$ cat config.mk
export PLATFORM = sky130hd
export DESIGN_NAME = cart_loader_top
export DESIGN_NICKNAME = d
export VERILOG_FILES = /design/src/source/cart_pkg.sv /design/src/source/load_pkg.sv /design/src/source/backup_sync.sv /design/src/source/cart_header_detect.sv /design/src/source/cart_loader_top.sv /design/src/source/cheat_code_loader.sv /design/src/source/load_sequencer.sv
export SDC_FILE = /design/constraint.sdc
export NUM_CORES = 1
export LEC_CHECK = 0
export ABC_AREA = 0
export BUFFER_PORTS_ARGS = -buffer_cell sky130_fd_sc_hd__clkbuf_2
export CELL_PAD_IN_SITES_DETAIL_PLACEMENT = 0
export CELL_PAD_IN_SITES_GLOBAL_PLACEMENT = 1
export CORE_ASPECT_RATIO = 0.5
export CORE_MARGIN = 2
export CORE_UTILIZATION = 41
export DETAILED_ROUTE_END_ITERATION = 10
export PLACE_DENSITY_LB_ADDON = 0.1
export SYNTH_ARGS = -nofsm -noshare
export SYNTH_HDL_FRONTEND = slang
export SYNTH_SLANG_ARGS = --single-unit
$ cat constraint.sdc
create_clock -name clk_sys -period 7.9 [get_ports clk_sys]
set_input_delay 0 -clock clk_sys [delete_from_list [all_inputs] [get_ports clk_sys]]
set_output_delay 0 -clock clk_sys [all_outputs]
set_load 0.03 [all_outputs]
$ cat src/source/cart_pkg.sv
// Cartridge package
// Cartridge properties decoded from the image, menu settings, memory
// size encodings, the clear sweep length and backup RAM sector numbering
`default_nettype none

package cart_pkg;

	// ====================
	// Sizes and masks
	// ====================
	typedef logic [23:0] mem_mask_t;
	// Exponent over 1 KiB
	typedef logic [3:0]  size_code_t;
	typedef logic [7:0]  map_type_t;

	// 0 auto, 1 and 2 LoROM, 3 HiROM, 4 ExHiROM
	typedef logic [2:0]  header_mode_t;
	// 0 auto, 1 NTSC, 2 PAL
	typedef logic [1:0]  region_sel_t;

	typedef struct packed {
		map_type_t rom_type;
		mem_mask_t rom_mask;
		mem_mask_t ram_mask;
		logic      pal;
	} cart_info_t;

	// Settings coming from the menu
	typedef struct packed {
		header_mode_t header_mode;
		region_sel_t  region_sel;
		logic         user_reset;
		logic         autosave;
		logic         load_req;
		logic         save_req;
	} cart_cfg_t;

	typedef logic [31:0] lba_t;

	// ====================
	// Constants
	// ====================
	localparam int CLEAR_ADDR_BITS = 17;

	// Images may carry a copier header ahead of the ROM
	localparam int unsigned COPIER_HDR   = 512;
	localparam int unsigned HDR_LO_SIZE  = 'h7FD6 + COPIER_HDR;
	localparam int unsigned HDR_LO_RAM   = 'h7FD8 + COPIER_HDR;
	localparam int unsigned HDR_HI_OFS   = 'h8000;
	localparam int unsigned HDR_EXHI_OFS = 'h408000;

	localparam size_code_t DEFAULT_ROM_SIZE = 4'hC;

	// 512-byte sectors
	localparam int SECTOR_SHIFT = 9;

endpackage

`default_nettype wire

$ cat src/source/load_pkg.sv
// Download stream package
// Types for the host download stream, the decoded load state and the
// cheat code format assembled from a cheat file
`default_nettype none

package load_pkg;

	// ====================
	// Host stream
	// ====================
	typedef logic [24:0] dl_addr_t;
	typedef logic [15:0] dl_word_t;
	// All ones selects a cheat file, anything else is a cartridge image
	typedef logic [7:0]  dl_index_t;

	typedef struct packed {
		logic      download;
		logic      wr;
		dl_index_t index;
		dl_addr_t  addr;
		dl_word_t  dout;
	} dl_bus_t;

	// Decoded load state, start and finish are single-cycle pulses
	typedef struct packed {
		logic cart_active;
		logic code_active;
		logic start;
		logic finish;
	} dl_kind_t;

	// ====================
	// Cheat codes
	// ====================
	// Flags, address, compare, replace from top to bottom, 32 bits each
	typedef logic [127:0] cheat_code_t;

	localparam int CHEAT_WORDS = 8;

endpackage

`default_nettype wire

$ cat src/source/backup_sync.sv
// Backup RAM sync
// Tracks whether the battery RAM holds unsaved writes and moves it to
// and from the mounted save image one sector at a time over the SD
// request interface
`timescale 1ns/1ps
`default_nettype none

module backup_sync (
	input  logic                 clk_sys,
	input  logic                 RESET,
	input  load_pkg::dl_kind_t   kind,
	input  cart_pkg::mem_mask_t  ram_mask,
	input  logic                 img_mounted,
	input  logic                 img_readonly,
	input  logic [63:0]          img_size,
	input  cart_pkg::cart_cfg_t  cfg,
	input  logic                 bsram_write,
	input  logic                 osd_open,
	input  logic                 sd_ack,
	output cart_pkg::lba_t       sd_lba,
	output logic                 sd_rd,
	output logic                 sd_wr,
	output logic                 bk_loading,
	output logic                 bk_busy,
	output logic                 bk_pending
);
	import cart_pkg::*;

	typedef enum logic {
		BK_IDLE,
		BK_XFER
	} bk_state_t;

	bk_state_t state;
	logic      bk_ena;
	logic      old_load;
	logic      old_save;
	logic      old_ack;
	logic      load_go;
	logic      save_go;
	logic      load_trig;
	logic      save_trig;
	logic      boot_trig;
	logic      xfer_begin;
	logic      xfer_load;
	logic      sector_done;
	logic      last_sector;
	lba_t      last_lba;

	assign last_lba = lba_t'(ram_mask >> SECTOR_SHIFT);

	// ====================
	// Triggers
	// ====================
	assign load_go   = cfg.load_req & bk_ena;
	assign save_go   = (cfg.save_req | (bk_pending & osd_open & cfg.autosave)) & bk_ena;
	assign load_trig = load_go & ~old_load;
	assign save_trig = save_go & ~old_save;
	// Save file gets restored right after the image has loaded
	assign boot_trig = kind.finish & (img_size != 64'd0) & bk_ena;

	assign xfer_begin  = (state == BK_IDLE) & (boot_trig | load_trig | save_trig);
	assign xfer_load   = boot_trig | load_trig;
	assign sector_done = (state == BK_XFER) & old_ack & ~sd_ack;
	assign last_sector = (sd_lba >= last_lba);

	assign bk_busy = (state == BK_XFER);

	always_ff @(posedge clk_sys) begin
		if (RESET) begin
			old_load   <= 1'b0;
			old_save   <= 1'b0;
			old_ack    <= 1'b0;
			bk_ena     <= 1'b0;
			bk_pending <= 1'b0;
		end else begin
			old_load <= load_go;
			old_save <= save_go;
			old_ack  <= sd_ack;

			if (kind.start)
				bk_ena <= 1'b0;
			else if (kind.cart_active & img_mounted & ~img_readonly)
				bk_ena <= |ram_mask;

			// Writes while the menu is up do not count
			if (bk_ena & ~osd_open & bsram_write)
				bk_pending <= 1'b1;
			else if (bk_busy)
				bk_pending <= 1'b0;
		end
	end

	// ====================
	// Sector sequencing
	// ====================
	always_ff @(posedge clk_sys) begin
		if (RESET) begin
			state      <= BK_IDLE;
			bk_loading <= 1'b0;
			sd_rd      <= 1'b0;
			sd_wr      <= 1'b0;
		end else begin
			// Request level drops once the SD side has taken it
			if (~old_ack & sd_ack) begin
				sd_rd <= 1'b0;
				sd_wr <= 1'b0;
			end

			case (state)
				BK_IDLE: begin
					if (xfer_begin) begin
						state      <= BK_XFER;
						bk_loading <= xfer_load;
						sd_rd      <= xfer_load;
						sd_wr      <= ~xfer_load;
					end
				end
				BK_XFER: begin
					if (sector_done) begin
						if (last_sector) begin
							state      <= BK_IDLE;
							bk_loading <= 1'b0;
						end else begin
							sd_rd <= bk_loading;
							sd_wr <= ~bk_loading;
						end
					end
				end
				default: state <= BK_IDLE;
			endcase
		end
	end

	always_ff @(posedge clk_sys) begin
		if (xfer_begin)
			sd_lba <= '0;
		else if (sector_done & ~last_sector)
			sd_lba <= sd_lba + 1'b1;
	end

endmodule

`default_nettype wire

$ cat src/source/cart_header_detect.sv
// Cartridge header detect
// Watches the image as it streams in and picks out the map type, the
// ROM and RAM size codes and the video region, either from the leading
// info word or from the internal header at the offset of the chosen mode
`timescale 1ns/1ps
`default_nettype none

module cart_header_detect (
	input  logic                   clk_sys,
	input  logic                   RESET,
	input  load_pkg::dl_bus_t      dl,
	input  load_pkg::dl_kind_t     kind,
	input  cart_pkg::header_mode_t mode,
	input  cart_pkg::region_sel_t  region_sel,
	output cart_pkg::cart_info_t   info
);
	import load_pkg::*;
	import cart_pkg::*;

	size_code_t rom_size;
	size_code_t rom_size_nx;
	size_code_t ram_size;
	size_code_t ram_size_nx;
	map_type_t  rom_type_nx;
	logic       rom_region;
	logic       rom_region_nx;
	dl_addr_t   size_addr;
	dl_addr_t   ram_addr;
	logic       hdr_wr;
	logic       hdr_scan;

	function automatic mem_mask_t size_mask(size_code_t size);
		return (mem_mask_t'(1024) << size) - mem_mask_t'(1);
	endfunction

	assign hdr_wr   = kind.cart_active & dl.wr;
	assign hdr_scan = (mode == 3'd2) || (mode == 3'd3) || (mode == 3'd4);

	// Internal header location for the selected mapping
	always_comb begin
		case (mode)
			3'd3: begin
				size_addr = dl_addr_t'(HDR_LO_SIZE + HDR_HI_OFS);
				ram_addr  = dl_addr_t'(HDR_LO_RAM + HDR_HI_OFS);
			end
			3'd4: begin
				size_addr = dl_addr_t'(HDR_LO_SIZE + HDR_EXHI_OFS);
				ram_addr  = dl_addr_t'(HDR_LO_RAM + HDR_EXHI_OFS);
			end
			default: begin
				size_addr = dl_addr_t'(HDR_LO_SIZE);
				ram_addr  = dl_addr_t'(HDR_LO_RAM);
			end
		endcase
	end

	// ====================
	// Field decode
	// ====================
	always_comb begin
		rom_size_nx   = rom_size;
		ram_size_nx   = ram_size;
		rom_type_nx   = info.rom_type;
		rom_region_nx = rom_region;

		if (hdr_wr) begin
			if (dl.addr == '0) begin
				rom_size_nx = DEFAULT_ROM_SIZE;
				ram_size_nx = '0;
				case (mode)
					3'd1, 3'd2: rom_type_nx = 8'd0;
					3'd3:       rom_type_nx = 8'd1;
					3'd4:       rom_type_nx = 8'd2;
					default:    rom_type_nx = dl.dout[15:8];
				endcase
				// Auto mode trusts the info byte when it is present
				if (mode == 3'd0 && dl.dout[7:0] != 8'd0)
					{ram_size_nx, rom_size_nx} = dl.dout[7:0];
			end

			if (dl.addr == dl_addr_t'(2))
				rom_region_nx = dl.dout[8];

			if (hdr_scan) begin
				if (dl.addr == size_addr)
					rom_size_nx = dl.dout[11:8];
				if (dl.addr == ram_addr)
					ram_size_nx = dl.dout[3:0];
			end
		end
	end

	always_ff @(posedge clk_sys) begin
		if (RESET) begin
			rom_size   <= DEFAULT_ROM_SIZE;
			ram_size   <= '0;
			rom_region <= 1'b0;
			info       <= '0;
		end else begin
			rom_size      <= rom_size_nx;
			ram_size      <= ram_size_nx;
			rom_region    <= rom_region_nx;
			info.rom_type <= rom_type_nx;
			info.rom_mask <= size_mask(rom_size_nx);
			info.ram_mask <= (ram_size_nx != '0) ? size_mask(ram_size_nx) : '0;

			// Region only switches outside a cartridge load
			if (!kind.cart_active)
				info.pal <= (region_sel == 2'd0) ? rom_region : region_sel[1];
		end
	end

endmodule

`default_nettype wire

$ cat src/source/cart_loader_top.sv
// Cartridge loader top level
// Connects the load sequencer, header detect, cheat loader and backup
// RAM sync around the host download stream and the SD sector interface
`timescale 1ns/1ps
`default_nettype none

module cart_loader_top (
	input  logic                                 clk_sys,
	input  logic                                 RESET,
	input  load_pkg::dl_bus_t                    dl,
	input  cart_pkg::cart_cfg_t                  cfg,
	input  logic                                 img_mounted,
	input  logic                                 img_readonly,
	input  logic [63:0]                          img_size,
	input  logic                                 sd_ack,
	input  logic                                 bsram_write,
	input  logic                                 osd_open,
	output cart_pkg::cart_info_t                 info,
	output load_pkg::cheat_code_t                code,
	output logic                                 cheat_valid,
	output logic                                 cheat_reset,
	output logic [cart_pkg::CLEAR_ADDR_BITS-1:0] fill_addr,
	output logic                                 fill_wr,
	output logic                                 system_reset,
	output cart_pkg::lba_t                       sd_lba,
	output logic                                 sd_rd,
	output logic                                 sd_wr,
	output logic                                 bk_loading,
	output logic                                 bk_busy,
	output logic                                 bk_pending
);
	import load_pkg::*;

	dl_kind_t kind;

	// Menu reset joins the hard reset on the way into the core reset
	load_sequencer u_load_sequencer (
		.clk_sys      (clk_sys),
		.RESET        (RESET | cfg.user_reset),
		.dl           (dl),
		.bk_loading   (bk_loading),
		.kind         (kind),
		.fill_addr    (fill_addr),
		.fill_wr      (fill_wr),
		.system_reset (system_reset)
	);

	cart_header_detect u_cart_header_detect (
		.clk_sys    (clk_sys),
		.RESET      (RESET),
		.dl         (dl),
		.kind       (kind),
		.mode       (cfg.header_mode),
		.region_sel (cfg.region_sel),
		.info       (info)
	);

	cheat_code_loader u_cheat_code_loader (
		.clk_sys     (clk_sys),
		.RESET       (RESET),
		.dl          (dl),
		.kind        (kind),
		.code        (code),
		.cheat_valid (cheat_valid),
		.cheat_reset (cheat_reset)
	);

	backup_sync u_backup_sync (
		.clk_sys      (clk_sys),
		.RESET        (RESET),
		.kind         (kind),
		.ram_mask     (info.ram_mask),
		.img_mounted  (img_mounted),
		.img_readonly (img_readonly),
		.img_size     (img_size),
		.cfg          (cfg),
		.bsram_write  (bsram_write),
		.osd_open     (osd_open),
		.sd_ack       (sd_ack),
		.sd_lba       (sd_lba),
		.sd_rd        (sd_rd),
		.sd_wr        (sd_wr),
		.bk_loading   (bk_loading),
		.bk_busy      (bk_busy),
		.bk_pending   (bk_pending)
	);

endmodule

`default_nettype wire

$ cat src/source/cheat_code_loader.sv
// Cheat code loader
// Collects the 16-bit words of a cheat file into a 128-bit code and
// strobes it out once the last word of each code has arrived
`timescale 1ns/1ps
`default_nettype none

module cheat_code_loader (
	input  logic                  clk_sys,
	input  logic                  RESET,
	input  load_pkg::dl_bus_t     dl,
	input  load_pkg::dl_kind_t    kind,
	output load_pkg::cheat_code_t code,
	output logic                  cheat_valid,
	output logic                  cheat_reset
);
	import load_pkg::*;

	logic       code_wr;
	logic [2:0] word_idx;
	logic [2:0] slot;
	logic       first_wr;

	// Even byte offsets only, 16 bytes per code
	assign code_wr  = kind.code_active & dl.wr & ~dl.addr[0];
	assign word_idx = dl.addr[3:1];

	// Fields fill top down, low word of each field first
	assign slot = {~word_idx[2:1], word_idx[0]};

	always_ff @(posedge clk_sys) begin
		if (code_wr)
			code[slot*16 +: 16] <= dl.dout;
	end

	always_ff @(posedge clk_sys) begin
		if (RESET) begin
			cheat_valid <= 1'b0;
			first_wr    <= 1'b0;
		end else begin
			cheat_valid <= code_wr && (word_idx == 3'(CHEAT_WORDS - 1));
			first_wr    <= code_wr && (dl.addr == '0);
		end
	end

	// Old codes are dropped on a new image or a new cheat file
	assign cheat_reset = kind.cart_active | first_wr;

endmodule

`default_nettype wire

$ cat src/source/load_sequencer.sv
// Load sequencer
// Splits the host download into cartridge and cheat traffic, marks the
// start and end of a cartridge load, sweeps the work memories clear after
// a load starts, and holds the core in reset while loading
`timescale 1ns/1ps
`default_nettype none

module load_sequencer (
	input  logic                                   clk_sys,
	input  logic                                   RESET,
	input  load_pkg::dl_bus_t                      dl,
	input  logic                                   bk_loading,
	output load_pkg::dl_kind_t                     kind,
	output logic [cart_pkg::CLEAR_ADDR_BITS-1:0]   fill_addr,
	output logic                                   fill_wr,
	output logic                                   system_reset
);
	import cart_pkg::*;

	logic cart_active;
	logic code_active;
	logic cart_prev;
	logic start_q;
	logic finish_q;
	logic clearing;

	assign code_active = dl.download & (&dl.index);
	assign cart_active = dl.download & ~(&dl.index);

	always_comb begin
		kind.cart_active = cart_active;
		kind.code_active = code_active;
		kind.start       = start_q;
		kind.finish      = finish_q;
	end

	// ====================
	// Edges and sweep
	// ====================
	always_ff @(posedge clk_sys) begin
		if (RESET) begin
			cart_prev <= 1'b0;
			start_q   <= 1'b0;
			finish_q  <= 1'b0;
			clearing  <= 1'b0;
			fill_addr <= '0;
		end else begin
			cart_prev <= cart_active;
			start_q   <= cart_active & ~cart_prev;
			finish_q  <= ~cart_active & cart_prev;

			// One write per location, ends after the last address
			if (start_q)
				clearing <= 1'b1;
			else if (&fill_addr)
				clearing <= 1'b0;

			if (clearing)
				fill_addr <= fill_addr + 1'b1;
			else
				fill_addr <= '0;
		end
	end

	assign fill_wr = clearing;

	// Core stays in reset until the image, the sweep and the backup restore are done
	assign system_reset = RESET | cart_active | bk_loading | clearing;

endmodule

`default_nettype wire

[Word-level counts from Yosys, hierarchy flattened]
Index checks and enable logic that the tools add are counted.
Storage, ports and cells
  bits in registers: 258
  input port bits: 131
Cells by class
  equal/unequal tests: 11
  multiplexer cells: 37
  add/sub/neg operators: 5
  reductions and logical operators: 23
  shift-type cells: 4
  order comparisons: 1
  bitwise gates (word level): 49
Operator list (number)
  128-bit bitwise mux: 1
  16-bit by 34-bit variable shift with 128-bit output (first input constant): 1
  16-bit by 34-bit indexed part select with 128-bit output: 1
  23-bit case mux with 2 select lines: 2
  64-bit nonzero test: 1
  25-bit by 23-bit == test with 1-bit output: 2
  11-bit by 4-bit << shifter with 24-bit output (first input constant): 2
  24-bit by 1-bit subtractor with 24-bit output (second input constant): 2
  4-bit 2-to-1 mux: 10
  7-bit negation with 34-bit output: 1
  32-bit by 1-bit adder with 32-bit output (second input constant): 1
  32-bit by 15-bit >= comparator with 1-bit output: 1
  25-bit by 2-bit == test with 1-bit output (second input constant): 1
  25-bit logical NOT: 1
  1-bit bitwise AND: 24
  8-bit case mux with 3 select lines: 1
  24-bit OR reduction: 1
  1-bit 2-to-1 mux: 19
  17-bit by 1-bit adder with 17-bit output (second input constant): 1
  17-bit AND reduction: 1
  1-bit inverter: 16
  1-bit OR: 8
  1-bit case mux with 2 select lines: 4
  8-bit AND reduction: 1
  16 further kinds: 27

[Depth between registers and ports, before layout]
Gate-level depths: netlist of the first run.
  depth after elaboration: 10
  depth in mapped cells: 15

[Hierarchy]
From an unflattened synthesis of the first run, not the netlist that was laid out.
Second synthesis, totals
  cells, all modules: 1000
  area total of the unflattened synthesis: 10682.7 um^2
Modules (own cells, without submodules)
  cheat_code_loader: times used 1, area each 4997.3 um^2, cells an instance 345
  cart_header_detect: times used 1, area each 2553.7 um^2, cells an instance 293
  backup_sync: times used 1, area each 2202.1 um^2, cells an instance 261
  load_sequencer: times used 1, area each 923.4 um^2, cells an instance 100
  cart_loader_top: times used 1, area each 6.3 um^2, cells an instance 1

[Least setup slack after synthesis of the first run]
No wires, ideal clock.
  path type: input to register
  from: input cfg[6] (netlist bit)
  to: register, netlist name u_cart_header_detect.info[47]
  required time: 7830 ps
  path slack: 4918 ps
  stages: 13
  setup time: 70 ps
  buffers on the path: 2
  arrival: 2912 ps
  path through: clkbuf_2 -> or3b_4 -> a221oi_2 -> and4_2 -> a31oi_4 -> a221o_1 -> buf_6 -> and2_1 -> nand3_1 -> ha_1 -> inv_1 -> or4_1 -> a21oi_1
On the way
  word-level cells in the longest chain between the ends: 9
  elaborated cells on any way between the ends: 16
RTL lines
  start, declared: RTL line cart_loader_top.sv:11  | input cart_pkg::cart_cfg_t cfg,
  branches (longest 5 deep; another with 25-bit by 23-bit == test with 1-bit output)
  4-bit 2-to-1 mux (*): RTL line cart_header_detect.sv:84  | if (hdr_scan) begin
  4-bit 2-to-1 mux (*): RTL line cart_header_detect.sv:66  | if (hdr_wr) begin
  11-bit by 4-bit << shifter with 24-bit output (*): RTL line cart_header_detect.sv:33  | return (mem_mask_t'(1024) << size) - mem_mask_t'(1);
  24-bit by 1-bit subtractor with 24-bit output (*): RTL line cart_header_detect.sv:33
Every way passes the cells marked *.
A chain may end at the register's enable or synchronous reset.

[Final worst setup path of the first run]
  from: input dl[17] (netlist bit)
  to: register, netlist name u_cart_header_detect.info[39]
On the way
  word-level cells in the longest chain between the ends: 7
  elaborated cells on any way between the ends: 8
RTL lines
  start, declared: RTL line cart_loader_top.sv:10  | input load_pkg::dl_bus_t dl,
  25-bit logical NOT: RTL line cart_header_detect.sv:67  | if (dl.addr == '0) begin
  4-bit 2-to-1 mux: RTL line cart_header_detect.sv:67
  4-bit 2-to-1 mux: RTL line cart_header_detect.sv:85  | if (dl.addr == size_addr)
  4-bit 2-to-1 mux (*): RTL line cart_header_detect.sv:84
  4-bit 2-to-1 mux (*): RTL line cart_header_detect.sv:66
  11-bit by 4-bit << shifter with 24-bit output (*): RTL line cart_header_detect.sv:33
  24-bit by 1-bit subtractor with 24-bit output (*): RTL line cart_header_detect.sv:33
Mark *: on every way between the ends. The rest lies on a longest branch, timed or not.

==> flow_metrics.tcl, run 1 <==
set metrics [dict create \
    synthTopCellsByArea "edfxtp_1, dfxtp_1, and2_1" \
    slew-limit-headroom 0.155 \
    synth_nets 1105 \
    outcome "complete, no violations" \
    crit_arrival_ns 4.14 \
    cts_root_buf "clkbuf_16" \
    finalMaxSlewViolations 0 \
    postSynthAreaPerCell_um2 10.9 \
    ioPinCount 374 \
    layout_min_cycle_time_ns 3.74 \
    synth_edf_count 128 \
    fin_tns_setup_ns 0 \
    end_kind "register" \
    leakagePower_nw 5.27 \
    die_h_um 116 \
    grt_pass1_wl_mm 45.7 \
    yosys_warnings 0 \
    drc 0 \
    numCtsBuffers 23 \
    drtIter0Drc 470 \
    port_buffers 373 \
    drt.antenna.violating_nets 0 \
    synth_area_leader_cell "edfxtp_1" \
    setup_viol 0 \
    ys_seq_area_frac 0.588 \
    synth_cells 951 \
    insertion_delay_ns 0.51 \
    clock_path_buffers 3 \
    grt_overflow_total 0 \
    fin_crit_sh 0.473 \
    startpoint_type "input port" \
    finalNonFillerCells 1682 \
    synth_most_common_cell "edfxtp_1" \
    reg2reg_slack_ns 4.85 \
    clock_sinks 240 \
    fin_skew_ns 0.00911 \
    cts_tree "built" \
    drt-total-wl_mm 30.3 \
    die_w_um 229 \
    grt_setup_unrepaired "false" \
    routedWlPerCell_um 18.0 \
    ys_types 69 \
    grt_pass1_vias 7808 \
    cap_violations 0 \
    nets 1473 \
    hp-class "in2reg" \
    hpwl_mm 22.1 \
    synth_area_mm2 0.0103 \
    grt_max_degree 52 \
    fp.coreArea_mm2 0.0250 \
    path_class "in2reg" \
    grtUsageTotal 0.221 \
    h-tree-depth 1 \
    synthFlopType "edfxtp_1" \
    ir_drop_mv 0.112 \
    via_count 8544 \
    drt_first_pass_iters 5 \
    drive_gt1_frac 0.329 \
    place_congestion 0.830 \
    async_flop_share 0 \
    power.density_mw_per_mm2 189 \
    crit_required_ns 8.30 \
    synth_top_area_frac 0.372 \
    yosys_register_bits 240 \
    clk_pin_slew_worst_paths_ns 0.07 \
    fmax_mhz 268 \
    synth_common_cells "edfxtp_1, and2_1, dfxtp_1, nor2_1, nand2_1" \
    dieArea_mm2 0.0266 \
    syn_to_final_growth_pct 29.3 \
    vias_per_cell 5.08 \
    hold_viol 0 \
    dp_cells 1612 \
    antenna_found_initial 2 \
    initial_utilization 0.414 \
    std_cell_rows 41 \
    crit_fanout 15 \
    worst_pin_slew_ns 1.26 \
]
-- layer usage --
metal  vias up  GRT usage  share of wire
met5         -          0        0.00059
met4         2     0.0336          0.013
met3        37     0.0486          0.064
met2       245      0.359           0.47
met1      4118      0.312           0.46
li1       4142          -              -
-- sequential cells by signal, summed over array words and instances (netlist names), 4 cells and up --
| signal | count |
|---|---|
| u_cheat_code_loader.code | 128 |
| u_cart_header_detect.info | 39 |
| u_backup_sync.sd_lba | 32 |
| u_load_sequencer.fill_addr | 17 |
| u_cart_header_detect.ram_size | 4 |
| u_cart_header_detect.rom_size | 4 |
-- final cells by class --
type | count | area [um^2]
multi-input cells | 619 | 3860
repair buffers | 406 | 2180
diodes | 2 | 5.00
clock buffers | 31 | 626
inverters | 29 | 109
flip-flops and latches | 240 | 6090
well taps | 344 | 430
clock inverters | 11 | 85.1
fillers | 2299 | 11600
-- placed cells by master, fill, tap and decap left out, types with 4 or more instances in the layout --
cell and n:
a31oi_1 5, clkinv_2 6, and2_1 127, nor3_2 9, and3_1 15, a21o_1 6, inv_1 28, nand2b_1 10
clkbuf_16 23, nand3_1 28, nand2_1 50, clkbuf_2 373, a211o_1 4, edfxtp_1 128, o21ai_1 6, or3_1 6
or2_2 4, xor2_1 11, nor3_1 26, nand4_1 17, a32oi_1 4, nor2_1 93, o31ai_1 9, nor4_1 33
dlygate4sd3_1 26, nor2b_1 5, buf_4 7, xnor2_1 7, ha_1 23, a211oi_1 7, dfxtp_1 112, nand3b_1 5
a21oi_1 40, or4_1 7, clkbuf_1 6, o21ai_0 11
-- critical path, cell delays in order --
cell and delay (ns):
dlygate4sd3_1 0.56, clkbuf_2 0.24, inv_1 0.17, o2111ai_1 0.30, or3_1 0.62, a2111oi_2 0.38, a221o_1 0.45, and2_1 0.28
nand3_1 0.10, ha_1 0.30, inv_1 0.14, nor2_1 0.09, nand3_1 0.11, o21ai_0 0.08, or3_1 0.31
-- logic make-up (layout without fill, tap and decap cells) --
| kind of cell | Yosys count | after routing | synth area share |
|---|---|---|---|
| AND/OR/NAND/NOR | 455 | 455 | 0.240 |
| flip-flops | 240 | 240 | 0.588 |
| AO/OA/AOI/OAI | 119 | 119 | 0.0818 |
| buffers and inverters | 92 | 477 | 0.0426 |
| adder cells (fa/ha/maj) | 23 | 23 | 0.0278 |
| XOR/XNOR | 18 | 18 | 0.0152 |
| multiplexers | 4 | 4 | 0.00399 |
| other | 0 | 2 | 0 |
-- worst paths after layout --
check                                            endpoint  cells after the start                                      from
max              u_cart_header_detect.info[39]$_SDFF_PP0_                     15                                    dl[17]
min          u_cart_header_detect.rom_region$_SDFFE_PP0P_                      3                                     dl[8]
max reg2reg         u_backup_sync.sd_lba[10]$_SDFFE_PP0P_                      9  u_cart_header_detect.info[10]$_SDFF_PP0_
min reg2reg           u_load_sequencer.start_q$_SDFF_PP0_                      1     u_load_sequencer.cart_prev$_SDFF_PP0_
-- where the power goes --
part           switching (mW)  internal [mW]
Clock                   0.474          0.591
Combinational          0.0914         0.0554
Sequential            0.00222           1.31
Total                   0.567           1.96
-- stage by stage --
stage,cell area (um^2),hold WS (ns),setup slack (ns),power (mW),util
4_1_cts,13400,0.00792,4.20,2.54,0.535
2_1_floorplan,10300,0.0774,4.92,1.41,-
3_5_place_dp,12400,0.227,4.19,1.48,0.497
6_report,13400,0.0234,4.16,2.52,0.536
3_3_place_gp,12400,0.224,4.35,1.48,0.497
5_1_grt,13400,0.0149,3.83,2.61,0.535
-- repair_timing --
| item | in CTS | in global routing |
|---|---|---|
| hold endpoints to repair | 44 | 0 |
| resized for setup | 0 | 0 |
| hold buffers | 26 | 0 |
| setup buffers | 0 | 0 |
Power figures use the tool's default switching activity.
==> run 2: changes to the inputs <==
- CORE_UTILIZATION: 41 -> 38
- clock period: 7.9 -> 3.83 ns (I/O delays scaled with it)
==> run 2 against run 1 <==
  * Hold slack improved by 0.00053 ns
  * Via count increased by 0.33%
  * Setup slack got worse by 3.8 ns
  * Critical path depth decreased by 1
  * Sequential power increased by 110%
  * Clock-buffer cell count decreased by 1
  * Register-to-register slack got worse by 4.1 ns
  * Flip-flop and latch count unchanged
  * Power increased by 110%
  * Sequential share of layout area decreased by 0.61 points
  * Global-route usage decreased by 0.20 points
  * Critical path type unchanged
  * Highest routed layer is now met4
==> flow_metrics.tcl, run 2 (synthesis gave the netlist of run 1 again) <==
set metrics [dict create \
    r2r_cells 9 \
    hp-class "in2reg" \
    grt_max_degree 29 \
    fin_crit_sh 0.906 \
    dieArea_mm2 0.0286 \
    nFillCells 2518 \
    fmax_mhz 288 \
    worst_pin_slew_ns 1.16 \
    path_class "in2reg" \
    nets 1486 \
    fin_skew_ns 0.00577 \
    cpPeakStageDelay_ns 0.53 \
    drtIter0Drc 535 \
    top_regs "u_cheat_code_loader.code: 128 flops, u_cart_header_detect.info: 39 flops, u_backup_sync.sd_lba: 32 flops" \
    syn_to_final_growth_pct 31.1 \
    finalMaxSlewViolations 0 \
    layout_min_cycle_time_ns 3.47 \
    grt_setup_unrepaired "false" \
    drt.antenna.violating_nets 0 \
    setup_ws_ns 0.358 \
    holdPathStages 2 \
    clk_pin_slew_worst_paths_ns 0.06 \
    port_buffers 373 \
    initial_utilization 0.389 \
    leakagePower_nw 5.36 \
    dp_slack_ns 0.267 \
    cts_tree "built" \
    insertion_delay_ns 0.53 \
    routedWlPerCell_um 19.0 \
    die_w_um 237 \
    crit_path_top_delay_cell "dlygate4sd3_1" \
    regArea_mm2 0.00609 \
    setup_viol 0 \
    slew-limit-headroom 0.222 \
    via_count 8572 \
    grt_overflow_total 0 \
    grtUsageTotal 0.219 \
    clock_path_buffers 3 \
    cap_violations 0 \
    vias_per_cell 5.04 \
    startpoint_type "input port" \
    place_congestion 0.867 \
    end_kind "register" \
    numCtsBuffers 24 \
    final_core_util 0.510 \
    multi_input_area_mm2 0.00386 \
    drive_gt1_frac 0.337 \
    hpwl_mm 23.6 \
    drt_first_pass_iters 7 \
    crit_chain "dlygate4sd3_1 > clkbuf_2 > or3b_4 > a221oi_2 > nand4_1 > o21ai_1 > o21a_1 > and2_1 > and2_1 > inv_1 > ha_1 > and2_1 > o21ai_0 > a21oi_1" \
    crit_arrival_ns 3.88 \
    grt_pass1_wl_mm 48.2 \
    crit_top_cell "and2_1" \
    fp.coreArea_mm2 0.0266 \
    std_cell_rows 42 \
    ir_drop_mv 0.307 \
    outcome "complete, no violations" \
    antenna_found_initial 3 \
    h-tree-depth 1 \
    fin_tns_setup_ns 0 \
    largest_register_ffs 128 \
    grt_pass1_vias 8157 \
    cts_root_buf "clkbuf_16" \
    die_h_um 121 \
    crit_fanout 14 \
    final_cell_mix "clkbuf_2, edfxtp_1, and2_1, dfxtp_1, nor2_1" \
    cts_setup_buffers 0 \
    drt-total-wl_mm 32.3 \
    ioPinCount 374 \
    crit_required_ns 4.23 \
    clock_sinks 240 \
    drc 0 \
    final_common_cell "clkbuf_2" \
    power.density_mw_per_mm2 399 \
    regMostFlops "u_cheat_code_loader.code" \
    hold_viol 0 \
]
==> run 2: cell types whose count changed in the layout (fill, tap and decap cells not counted), sizes merged <==
cell         before  now
buf               7   17
bufinv            1    2
clkbuf          404  403
clkinv           10    9
clkinvlp          0    1
diode             2    1
dlygate4sd3      26   28
inv              29   30
==> run 2: worst paths after layout <==
kind / from / end / slack (ns)
max: cfg[8] / u_cart_header_detect.info[17]$_SDFF_PP0_ / 0.36
max reg2reg: u_cart_header_detect.info[10]$_SDFF_PP0_ / u_backup_sync.sd_lba[5]$_SDFFE_PP0P_ / 0.71
min: RESET / u_cart_header_detect.rom_region$_SDFFE_PP0P_ / 0.02
min reg2reg: u_load_sequencer.cart_prev$_SDFF_PP0_ / u_load_sequencer.start_q$_SDFF_PP0_ / 0.42
==> run 2: routing by layer <==
| metal | global-route usage | share of wire |
|---|---|---|
| met2 | 0.350 | 0.46 |
| met4 | 0.0366 | 0.019 |
| met1 | 0.309 | 0.46 |
| met3 | 0.0500 | 0.066 |
| met5 | 0 | 0 |
==> run 2: worst max-delay path, delay by kind of cell <==
| family | cells | cell delay, ns |
|---|---|---|
| adders and majority gates | 1 | 0.34 |
| AOI/OAI and AO/OA | 5 | 1.22 |
| buffers and inverters | 3 | 0.79 |
| and+or+nand+nor | 5 | 1.52 |
==> run 2: repair_timing <==
| action | in CTS | in global routing |
|---|---|---|
| endpoints found under the setup margin | 0 | 4 |
| hold buffers | 28 | 0 |
| endpoints found under the hold margin | 57 | 0 |
| resized for setup | 0 | 1 |
==> run 2: area by class of cell <==
type                       instances  share of cell area
sequential                       240               0.449
tap                              352              0.0325
antenna                            1            0.000185
multi-input combinational        619               0.285
timing repair buffer             418               0.168
inverter                          29             0.00803
clock inverter                    13             0.00895
clock buffer                      30              0.0490
==> run 2: power breakdown <==
part | total (mW) | switching, mW | internal (mW)
Clock | 2.39 | 1.03 | 1.37
Sequential | 2.71 | 0.00478 | 2.70
Combinational | 0.311 | 0.194 | 0.117
==> run 2: stage by stage <==
| step | power [mW] | hold WS, ns | instances | instance area, um^2 |
|---|---|---|---|---|
| after floorplan | 2.91 | 0.0774 | 951 | 10300 |
| after global placement | 3.05 | 0.225 | 1630 | 12500 |
| after detailed placement | 3.06 | 0.228 | 1630 | 12500 |
| after CTS | 5.46 | 0.00313 | 1701 | 13600 |
| after global routing | 5.60 | 0.0236 | 1701 | 13600 |
| final | 5.41 | 0.0240 | 1702 | 13600 |
